==> config.mk <==
export PLATFORM = sky130hd
export DESIGN_NAME = floor_logic_top
export DESIGN_NICKNAME = d
export VERILOG_FILES = /design/src/design/elevator_pkg.sv /design/src/design/car_dispatch.sv /design/src/design/floor_logic_top.sv /design/src/design/floor_request_latch.sv /design/src/design/request_stack.sv
export SDC_FILE = /design/constraint.sdc
export NUM_CORES = 1
export LEC_CHECK = 0
export ABC_AREA = 0
export BUFFER_PORTS_ARGS = -buffer_cell sky130_fd_sc_hd__clkbuf_2
export CORE_AREA = 8 8 125 127
export CTS_BUF_LIST = sky130_fd_sc_hd__clkbuf_4 sky130_fd_sc_hd__clkbuf_8 sky130_fd_sc_hd__clkbuf_16
export CTS_CLUSTER_SIZE = 20
export DETAILED_ROUTE_END_ITERATION = 6
export DIE_AREA = 0 0 133 135
export PLACE_DENSITY_LB_ADDON = 0.08
export SYNTH_ARGS = -nofsm -noshare
export SYNTH_HDL_FRONTEND = slang
export SYNTH_SLANG_ARGS = --single-unit
==> constraint.sdc <==
create_clock -name clock -period 12.2 [get_ports clock]
set_input_delay 2.44 -clock clock [delete_from_list [all_inputs] [get_ports clock]]
set_output_delay 2.44 -clock clock [all_outputs]
set_load 0.05 [all_outputs]
==> src/design/elevator_pkg.sv <==
// Floors are numbered from zero and the car reports state codes 0 to 10 as stopped at that floor
`default_nettype none

package elevator_pkg;

    //////////////////////////////////////////////////////////////////////
    // Sizes
    //////////////////////////////////////////////////////////////////////

    localparam int NUM_FLOORS  = 11;
    localparam int FLOOR_W     = 4;
    localparam int STATE_W     = 6;
    localparam int STACK_DEPTH = 11;

    // Car state codes
    // 0 to 10 stopped at floor, 11 to 30 travelling between floors
    localparam int STOP_LAST       = 10;
    localparam int EMERGENCY_STATE = 31;

    //////////////////////////////////////////////////////////////////////
    // Shared types
    //////////////////////////////////////////////////////////////////////

    typedef logic [FLOOR_W-1:0]    floor_t;
    typedef logic [NUM_FLOORS-1:0] floor_mask_t;

    // Status reported by the car state machine
    typedef struct packed {
        logic [STATE_W-1:0] state;
        floor_t             floor;
    } car_status_t;

    // Operator levels
    typedef struct packed {
        logic power;
        logic emergency;
    } car_mode_t;

    // One-cycle request to put a floor on the stack
    typedef struct packed {
        logic   valid;
        floor_t floor;
    } floor_push_t;

    // Level that holds while the car stands at a floor
    typedef struct packed {
        logic   valid;
        floor_t floor;
    } floor_service_t;

endpackage

`default_nettype wire

==> src/design/car_dispatch.sv <==
// Purely combinational, and a stale top is popped whether or not requests are enabled
`default_nettype none

module car_dispatch (
    input  elevator_pkg::car_mode_t      mode,
    input  elevator_pkg::car_status_t    car,
    input  wire                          door_open_button,
    input  wire                          door_close_button,
    input  elevator_pkg::floor_mask_t    pending_floors,
    input  elevator_pkg::floor_t         top_floor,
    input  wire                          stack_empty,
    output elevator_pkg::floor_service_t service,
    output logic                         pop,
    output elevator_pkg::floor_t         target_floor,
    output logic                         direction_up,
    output logic                         activate,
    output logic                         door_open_allowed,
    output logic                         door_close_allowed
);

    logic                      enabled;
    logic                      stopped;
    elevator_pkg::floor_mask_t top_mask;
    logic                      top_pending;
    logic                      door_ok;

    assign enabled = mode.power && !mode.emergency;

    // Stop codes sit below every travel and emergency code
    assign stopped = (car.state <= elevator_pkg::STATE_W'(elevator_pkg::STOP_LAST));

    assign top_mask    = elevator_pkg::floor_mask_t'(1) << top_floor;
    assign top_pending = |(pending_floors & top_mask);

    //////////////////////////////////////////////////////////////////////
    // Request bookkeeping
    //////////////////////////////////////////////////////////////////////

    // Lamps of the floor the car stands at go out on the next edge
    always_comb begin
        service.valid = enabled && stopped;
        service.floor = car.floor;
    end

    // An entry whose lamps are already out has been served on an earlier stop
    assign pop = !stack_empty && !top_pending;

    //////////////////////////////////////////////////////////////////////
    // Dispatch to the car
    //////////////////////////////////////////////////////////////////////

    assign activate = enabled && stopped && !stack_empty && top_pending
                      && (top_floor != car.floor);

    always_comb begin
        if (activate) begin
            target_floor = top_floor;
            direction_up = (top_floor > car.floor);
        end else begin
            target_floor = car.floor;
            direction_up = 1'b0;
        end
    end

    //////////////////////////////////////////////////////////////////////
    // Doors
    //////////////////////////////////////////////////////////////////////

    // Emergency does not lock the doors, only power loss or travel does
    assign door_ok            = stopped && mode.power;
    assign door_open_allowed  = door_ok && door_open_button;
    assign door_close_allowed = door_ok && door_close_button;

endmodule

`default_nettype wire

==> src/design/floor_logic_top.sv <==
// The car state machine is external and must keep car.floor equal to the stop code while stopped
`default_nettype none

module floor_logic_top (
    input  wire                       clock,
    input  wire                       reset_n,
    input  elevator_pkg::floor_mask_t panel_buttons,
    input  elevator_pkg::floor_mask_t call_buttons,
    input  wire                       door_open_button,
    input  wire                       door_close_button,
    input  elevator_pkg::car_mode_t   mode,
    input  elevator_pkg::car_status_t car,
    output elevator_pkg::floor_t      target_floor,
    output logic                      direction_up,
    output logic                      activate,
    output elevator_pkg::floor_mask_t panel_lights,
    output elevator_pkg::floor_mask_t call_lights,
    output logic                      door_open_allowed,
    output logic                      door_close_allowed
);

    elevator_pkg::floor_push_t    push;
    elevator_pkg::floor_mask_t    pending_floors;
    elevator_pkg::floor_service_t service;
    elevator_pkg::floor_t         top_floor;
    logic                         clear_all;
    logic                         pop;
    logic                         stack_empty;
    logic                         stack_full;

    // Button lamps and push decisions
    floor_request_latch u_latch (
        .clock          (clock),
        .reset_n        (reset_n),
        .panel_buttons  (panel_buttons),
        .call_buttons   (call_buttons),
        .mode           (mode),
        .current_floor  (car.floor),
        .service        (service),
        .stack_full     (stack_full),
        .panel_lights   (panel_lights),
        .call_lights    (call_lights),
        .pending_floors (pending_floors),
        .push           (push),
        .clear_all      (clear_all)
    );

    // Pending floors, newest on top
    request_stack u_stack (
        .clock     (clock),
        .reset_n   (reset_n),
        .push      (push),
        .pop       (pop),
        .clear_all (clear_all),
        .top_floor (top_floor),
        .empty     (stack_empty),
        .full      (stack_full)
    );

    // Target selection and door permits
    car_dispatch u_dispatch (
        .mode               (mode),
        .car                (car),
        .door_open_button   (door_open_button),
        .door_close_button  (door_close_button),
        .pending_floors     (pending_floors),
        .top_floor          (top_floor),
        .stack_empty        (stack_empty),
        .service            (service),
        .pop                (pop),
        .target_floor       (target_floor),
        .direction_up       (direction_up),
        .activate           (activate),
        .door_open_allowed  (door_open_allowed),
        .door_close_allowed (door_close_allowed)
    );

endmodule

`default_nettype wire

==> src/design/floor_request_latch.sv <==
// Accepts one press per cycle with panel buttons ahead of call buttons, and the stack must not be full
`default_nettype none

module floor_request_latch (
    input  wire                          clock,
    input  wire                          reset_n,
    input  elevator_pkg::floor_mask_t    panel_buttons,
    input  elevator_pkg::floor_mask_t    call_buttons,
    input  elevator_pkg::car_mode_t      mode,
    input  elevator_pkg::floor_t         current_floor,
    input  elevator_pkg::floor_service_t service,
    input  wire                          stack_full,
    output elevator_pkg::floor_mask_t    panel_lights,
    output elevator_pkg::floor_mask_t    call_lights,
    output elevator_pkg::floor_mask_t    pending_floors,
    output elevator_pkg::floor_push_t    push,
    output logic                         clear_all
);

    logic                      enabled;
    elevator_pkg::floor_mask_t here_mask;
    elevator_pkg::floor_mask_t panel_cand;
    elevator_pkg::floor_mask_t call_cand;
    elevator_pkg::floor_mask_t cand;
    logic                      from_panel;
    elevator_pkg::floor_t      pick_floor;
    elevator_pkg::floor_mask_t pick_mask;
    logic                      press_valid;
    logic                      already_pending;
    logic                      accept;
    elevator_pkg::floor_mask_t panel_set;
    elevator_pkg::floor_mask_t call_set;
    elevator_pkg::floor_mask_t service_mask;

    assign enabled   = mode.power && !mode.emergency;
    assign clear_all = !enabled;

    //////////////////////////////////////////////////////////////////////
    // Press selection
    //////////////////////////////////////////////////////////////////////

    // Presses at the floor the car is on, or on a lit lamp, are not new
    assign here_mask  = elevator_pkg::floor_mask_t'(1) << current_floor;
    assign panel_cand = panel_buttons & ~panel_lights & ~here_mask;
    assign call_cand  = call_buttons & ~call_lights & ~here_mask;

    assign from_panel = |panel_cand;
    assign cand       = from_panel ? panel_cand : call_cand;

    // Lowest floor wins
    always_comb begin
        pick_floor = '0;
        for (int i = elevator_pkg::NUM_FLOORS - 1; i >= 0; i--) begin
            if (cand[i]) begin
                pick_floor = elevator_pkg::floor_t'(i);
            end
        end
    end

    assign pick_mask       = elevator_pkg::floor_mask_t'(1) << pick_floor;
    assign press_valid     = enabled && (|cand);
    assign already_pending = |(pending_floors & pick_mask);

    // A floor that needs a new stack slot is dropped while the stack is full
    assign accept = press_valid && (already_pending || !stack_full);

    always_comb begin
        push.valid = press_valid && !already_pending && !stack_full;
        push.floor = pick_floor;
    end

    assign panel_set = (accept && from_panel) ? pick_mask : '0;
    assign call_set  = (accept && !from_panel) ? pick_mask : '0;

    //////////////////////////////////////////////////////////////////////
    // Lamp registers
    //////////////////////////////////////////////////////////////////////

    assign service_mask = service.valid ? (elevator_pkg::floor_mask_t'(1) << service.floor) : '0;

    always_ff @(posedge clock or negedge reset_n) begin
        if (!reset_n) begin
            panel_lights <= '0;
            call_lights  <= '0;
        end else if (clear_all) begin
            panel_lights <= '0;
            call_lights  <= '0;
        end else begin
            // Set and service never hit the same floor since the car's floor is excluded
            panel_lights <= (panel_lights | panel_set) & ~service_mask;
            call_lights  <= (call_lights | call_set) & ~service_mask;
        end
    end

    assign pending_floors = panel_lights | call_lights;

endmodule

`default_nettype wire

==> src/design/request_stack.sv <==
// Pushing while full or popping while empty is left undefined since neither neighbour issues one
`default_nettype none

module request_stack (
    input  wire                       clock,
    input  wire                       reset_n,
    input  elevator_pkg::floor_push_t push,
    input  wire                       pop,
    input  wire                       clear_all,
    output elevator_pkg::floor_t      top_floor,
    output logic                      empty,
    output logic                      full
);

    typedef logic [$clog2(elevator_pkg::STACK_DEPTH + 1) - 1:0] count_t;

    elevator_pkg::floor_t entries [elevator_pkg::STACK_DEPTH];
    count_t               count;
    count_t               top_idx;
    count_t               wr_idx;
    logic                 replace;

    assign empty   = (count == '0);
    assign full    = (count == count_t'(elevator_pkg::STACK_DEPTH));
    assign top_idx = count - count_t'(1);

    // Push together with pop overwrites the top slot in place
    assign replace = push.valid && pop;
    assign wr_idx  = replace ? top_idx : count;

    //////////////////////////////////////////////////////////////////////
    // Occupancy
    //////////////////////////////////////////////////////////////////////

    always_ff @(posedge clock or negedge reset_n) begin
        if (!reset_n) begin
            count <= '0;
        end else if (clear_all) begin
            count <= '0;
        end else if (replace) begin
            count <= count;
        end else if (push.valid) begin
            count <= count + count_t'(1);
        end else if (pop) begin
            count <= count - count_t'(1);
        end
    end

    //////////////////////////////////////////////////////////////////////
    // Storage
    //////////////////////////////////////////////////////////////////////

    always_ff @(posedge clock) begin
        if (push.valid && !clear_all) begin
            entries[wr_idx] <= push.floor;
        end
    end

    // Slots above the count hold old floors and are never shown
    assign top_floor = empty ? elevator_pkg::floor_t'(0) : entries[top_idx];

endmodule

`default_nettype wire

==> flow_metrics.py <==
metrics = {
    "clocking": {
        "cts_hold_buf": 0,
        "cts_resized": 0,
        "cts_max_level": 3,
        "clock_sinks": 70,
        "cts_buffer_depth": 2,
        "post_cts_buffers": 0,
        "clk_pin_slew_ps": 60,
        "insertion_delay_ps": 340,
        "cts_made_buffers": 9,
        "cts_tree": "built",
        "cts_root_buf": "clkbuf_16",
    },
    "critical_path": {
        "path_class": "flop to primary output",
        "crit_fanout": 23,
        "rr_startpoint": "u_stack.count[0]",
        "critPathLaunchType": "flop",
        "required_ps": 9760,
        "end_kind": "primary output",
        "ff2ff_path_depth": 12,
        "arrival_ps": 5220,
        "regToRegSetupSlack_ps": 6980,
        "r2r_end": "u_stack.entries[10][3]",
    },
    "synthesis": {
        "syn_nets": 500,
        "synth-main-ff-cell": "edfxtp_1",
        "ys_types": 81,
        "avgSynthCellArea_um2": 10.2,
        "synth-seq-area-share_pct": 42.5,
        "netlist_instances": 456,
        "async_flop_share_pct": 37.1,
        "synth-seq-cells": 70,
        "syn_area_um2": 4640,
        "synth-edff-count": 44,
        "ys_warn_count": 0,
    },
    "power_and_ir_drop": {
        "ir_drop_uv": 77.5,
        "p_sw_mw": 0.447,
        "combPwrFrac_pct": 47.8,
        "p_clk_share_pct": 25.9,
        "p_per_area_nw_per_um2": 201,
        "power.share.sequential_pct": 26.3,
        "leakage_nw": 2.08,
        "p_sw_share_pct": 40.9,
        "cell_internal_pwr_mw": 0.647,
        "p_total_mw": 1.09,
    },
    "timing": {
        "final_max_slew_viol_count": 0,
        "clock.fmax_mhz": 130,
        "hold_violations": 0,
        "min_period_over_period_pct": 62.8,
        "worst_pin_slew_ps": 990,
        "rsz0062_at_grt": "no",
        "setup_violations": 0,
        "fin_skew_ps": 8.94,
        "period_needed_ps": 7660,
        "relSlewSlack_pct": 33.5,
        "fin_setup_tns_ps": 0,
    },
    "global_route": {
        "grt-ovfl-total": 0,
        "grt_pass1_wl_mm": 22.8,
        "grt_max_degree": 27,
        "grt_pass1_vias": 3882,
        "grt_usage_pct": 16.7,
        "antenna_found_initial": 0,
    },
    "routing": {
        "drc": 0,
        "drtAntennaViolNets": 0,
        "dr.pass1.iters": 5,
        "routed_wl_mm": 14.9,
        "wl_per_cell_um": 21.2,
        "vias_per_cell": 5.74,
        "vias": 4026,
        "drtIter0Drc": 434,
    },
    "hold_path": {
        "min_from": "u_latch.panel_lights[9]",
        "whs_path_depth": 2,
        "hp-class": "flop to flop",
        "worstHoldEndpoint": "u_latch.panel_lights[9]",
    },
    "die": {
        "fp.coreArea_um2": 13600,
        "start_util_pct": 34.1,
        "die_w_um": 133,
        "fp-row-count": 43,
        "die_area_um2": 18000,
        "die_h_um": 135,
        "io_pins": 68,
    },
    "placed_design": {
        "place_hpwl_mm": 11.7,
        "numPortBuffers": 67,
        "gp_congestion": 0.927,
    },
    "final_layout": {
        "mostFrequentLayoutCells": "67 x clkbuf_2, 53 x nor2_1, 44 x edfxtp_1",
        "final_common_cell": "clkbuf_2",
        "nets": 560,
        "layout-drive-gt1-share_pct": 24.0,
        "nFillCells": 1320,
        "syn_to_final_growth_pct": 17.4,
        "antenna_cells": 0,
    },
    "outcome": {
        "status": "complete, no violations",
    },
    "flow_run": {
        "cap_violations": 0,
    },
}
[cells by family after synthesis]
| family | share of synthesized area [%] |
|---|---|
| mux | 8.44 |
| compound gates | 20.6 |
| simple gates | 23.0 |
| fa+ha+maj | 1.62 |
| xor+xnor | 0.566 |
| buf+inv | 3.32 |
| flops | 42.5 |
[worst max path at each step]
stage          cells past startpoint        startpoint               to
5_1_grt                           15  u_stack.count[0]  target_floor[1]
3_5_place_dp                      13  u_stack.count[0]  target_floor[0]
3_3_place_gp                      13  u_stack.count[0]  target_floor[0]
6_report                          13  u_stack.count[0]  target_floor[0]
4_1_cts                           13  u_stack.count[0]  target_floor[0]
2_1_floorplan                      8            car[3]  target_floor[1]
[sequential cells by signal, summed over array words and instances (netlist names)]
name and flops:
u_stack.entries 44, u_latch.call_lights 11, u_latch.panel_lights 11, u_stack.count 4
[metrics by stage]
stage               setup slack (ps)  instance area (um2)  hold WS (ps)  utilization [%]  cells
finish                          4540                 5450           566             40.0    701
global route                    4120                 5450           608             40.0    701
detailed placement              4880                 5130           556             37.7    685
global placement                4850                 5130           552             37.7    685
floorplan                       4860                 4640           634                -    456
CTS                             4510                 5450           570             40.0    701
[cell type report]
cell class | count | area [um2] | share of cell area [%]
well taps | 180 | 225 | 4.13
clock buffers | 9 | 225 | 4.13
multi-input cells | 349 | 2520 | 46.2
clock inverters | 7 | 96.3 | 1.77
flip-flops and latches | 70 | 1970 | 36.2
repair buffers | 69 | 350 | 6.43
inverters | 17 | 63.8 | 1.17
[cells in the mapped netlist (all sizes together) (5+ instances only)]
master / number / area share, %
nand2: 27 / 2.2
and3: 8 / 1.1
mux2i: 14 / 3.0
o31ai: 9 / 1.7
mux4: 8 / 3.9
and2: 9 / 1.2
dfrtp: 26 / 14
edfxtp: 44 / 28
clkbuf: 7 / 0.57
inv: 17 / 1.4
ha: 6 / 1.6
a211oi: 14 / 2.7
mux2: 6 / 1.5
nand3: 10 / 1.2
nor2: 55 / 4.7
nor3: 14 / 2.2
o22ai: 6 / 0.81
nor2b: 22 / 3.0
nand2b: 10 / 1.3
o21ai: 17 / 1.9
a21oi: 33 / 3.6
a31oi: 5 / 0.67
buf: 13 / 1.4
[critical path, stage by stage (launching register included)]
cell and delay, ps:
dfrtp_1 320, buf_4 340, inv_1 170, ha_1 810, mux4_2 350, mux2i_1 90
a211oi_2 520, mux2_2 390, o32a_1 170, o311ai_1 410, nor3_2 110, nor4_2 560
mux2_2 400, clkbuf_2 240
[power groups by stage]
stage               Clock, mW  Combinational, mW  Sequential, mW
global route            0.300              0.569           0.289
detailed placement          0              0.518           0.292
finish                  0.283              0.523           0.287
CTS                     0.291              0.519           0.287
global placement            0              0.518           0.291
floorplan                   0              0.401           0.281
[metal layers]
metal	global-route usage [%]	routed length [um]
met3	3.53	1180
met2	23.6	6270
met4	5.49	235
met1	24.4	7160
met5	0	0
Note: power is estimated with default switching activity, not from simulation.
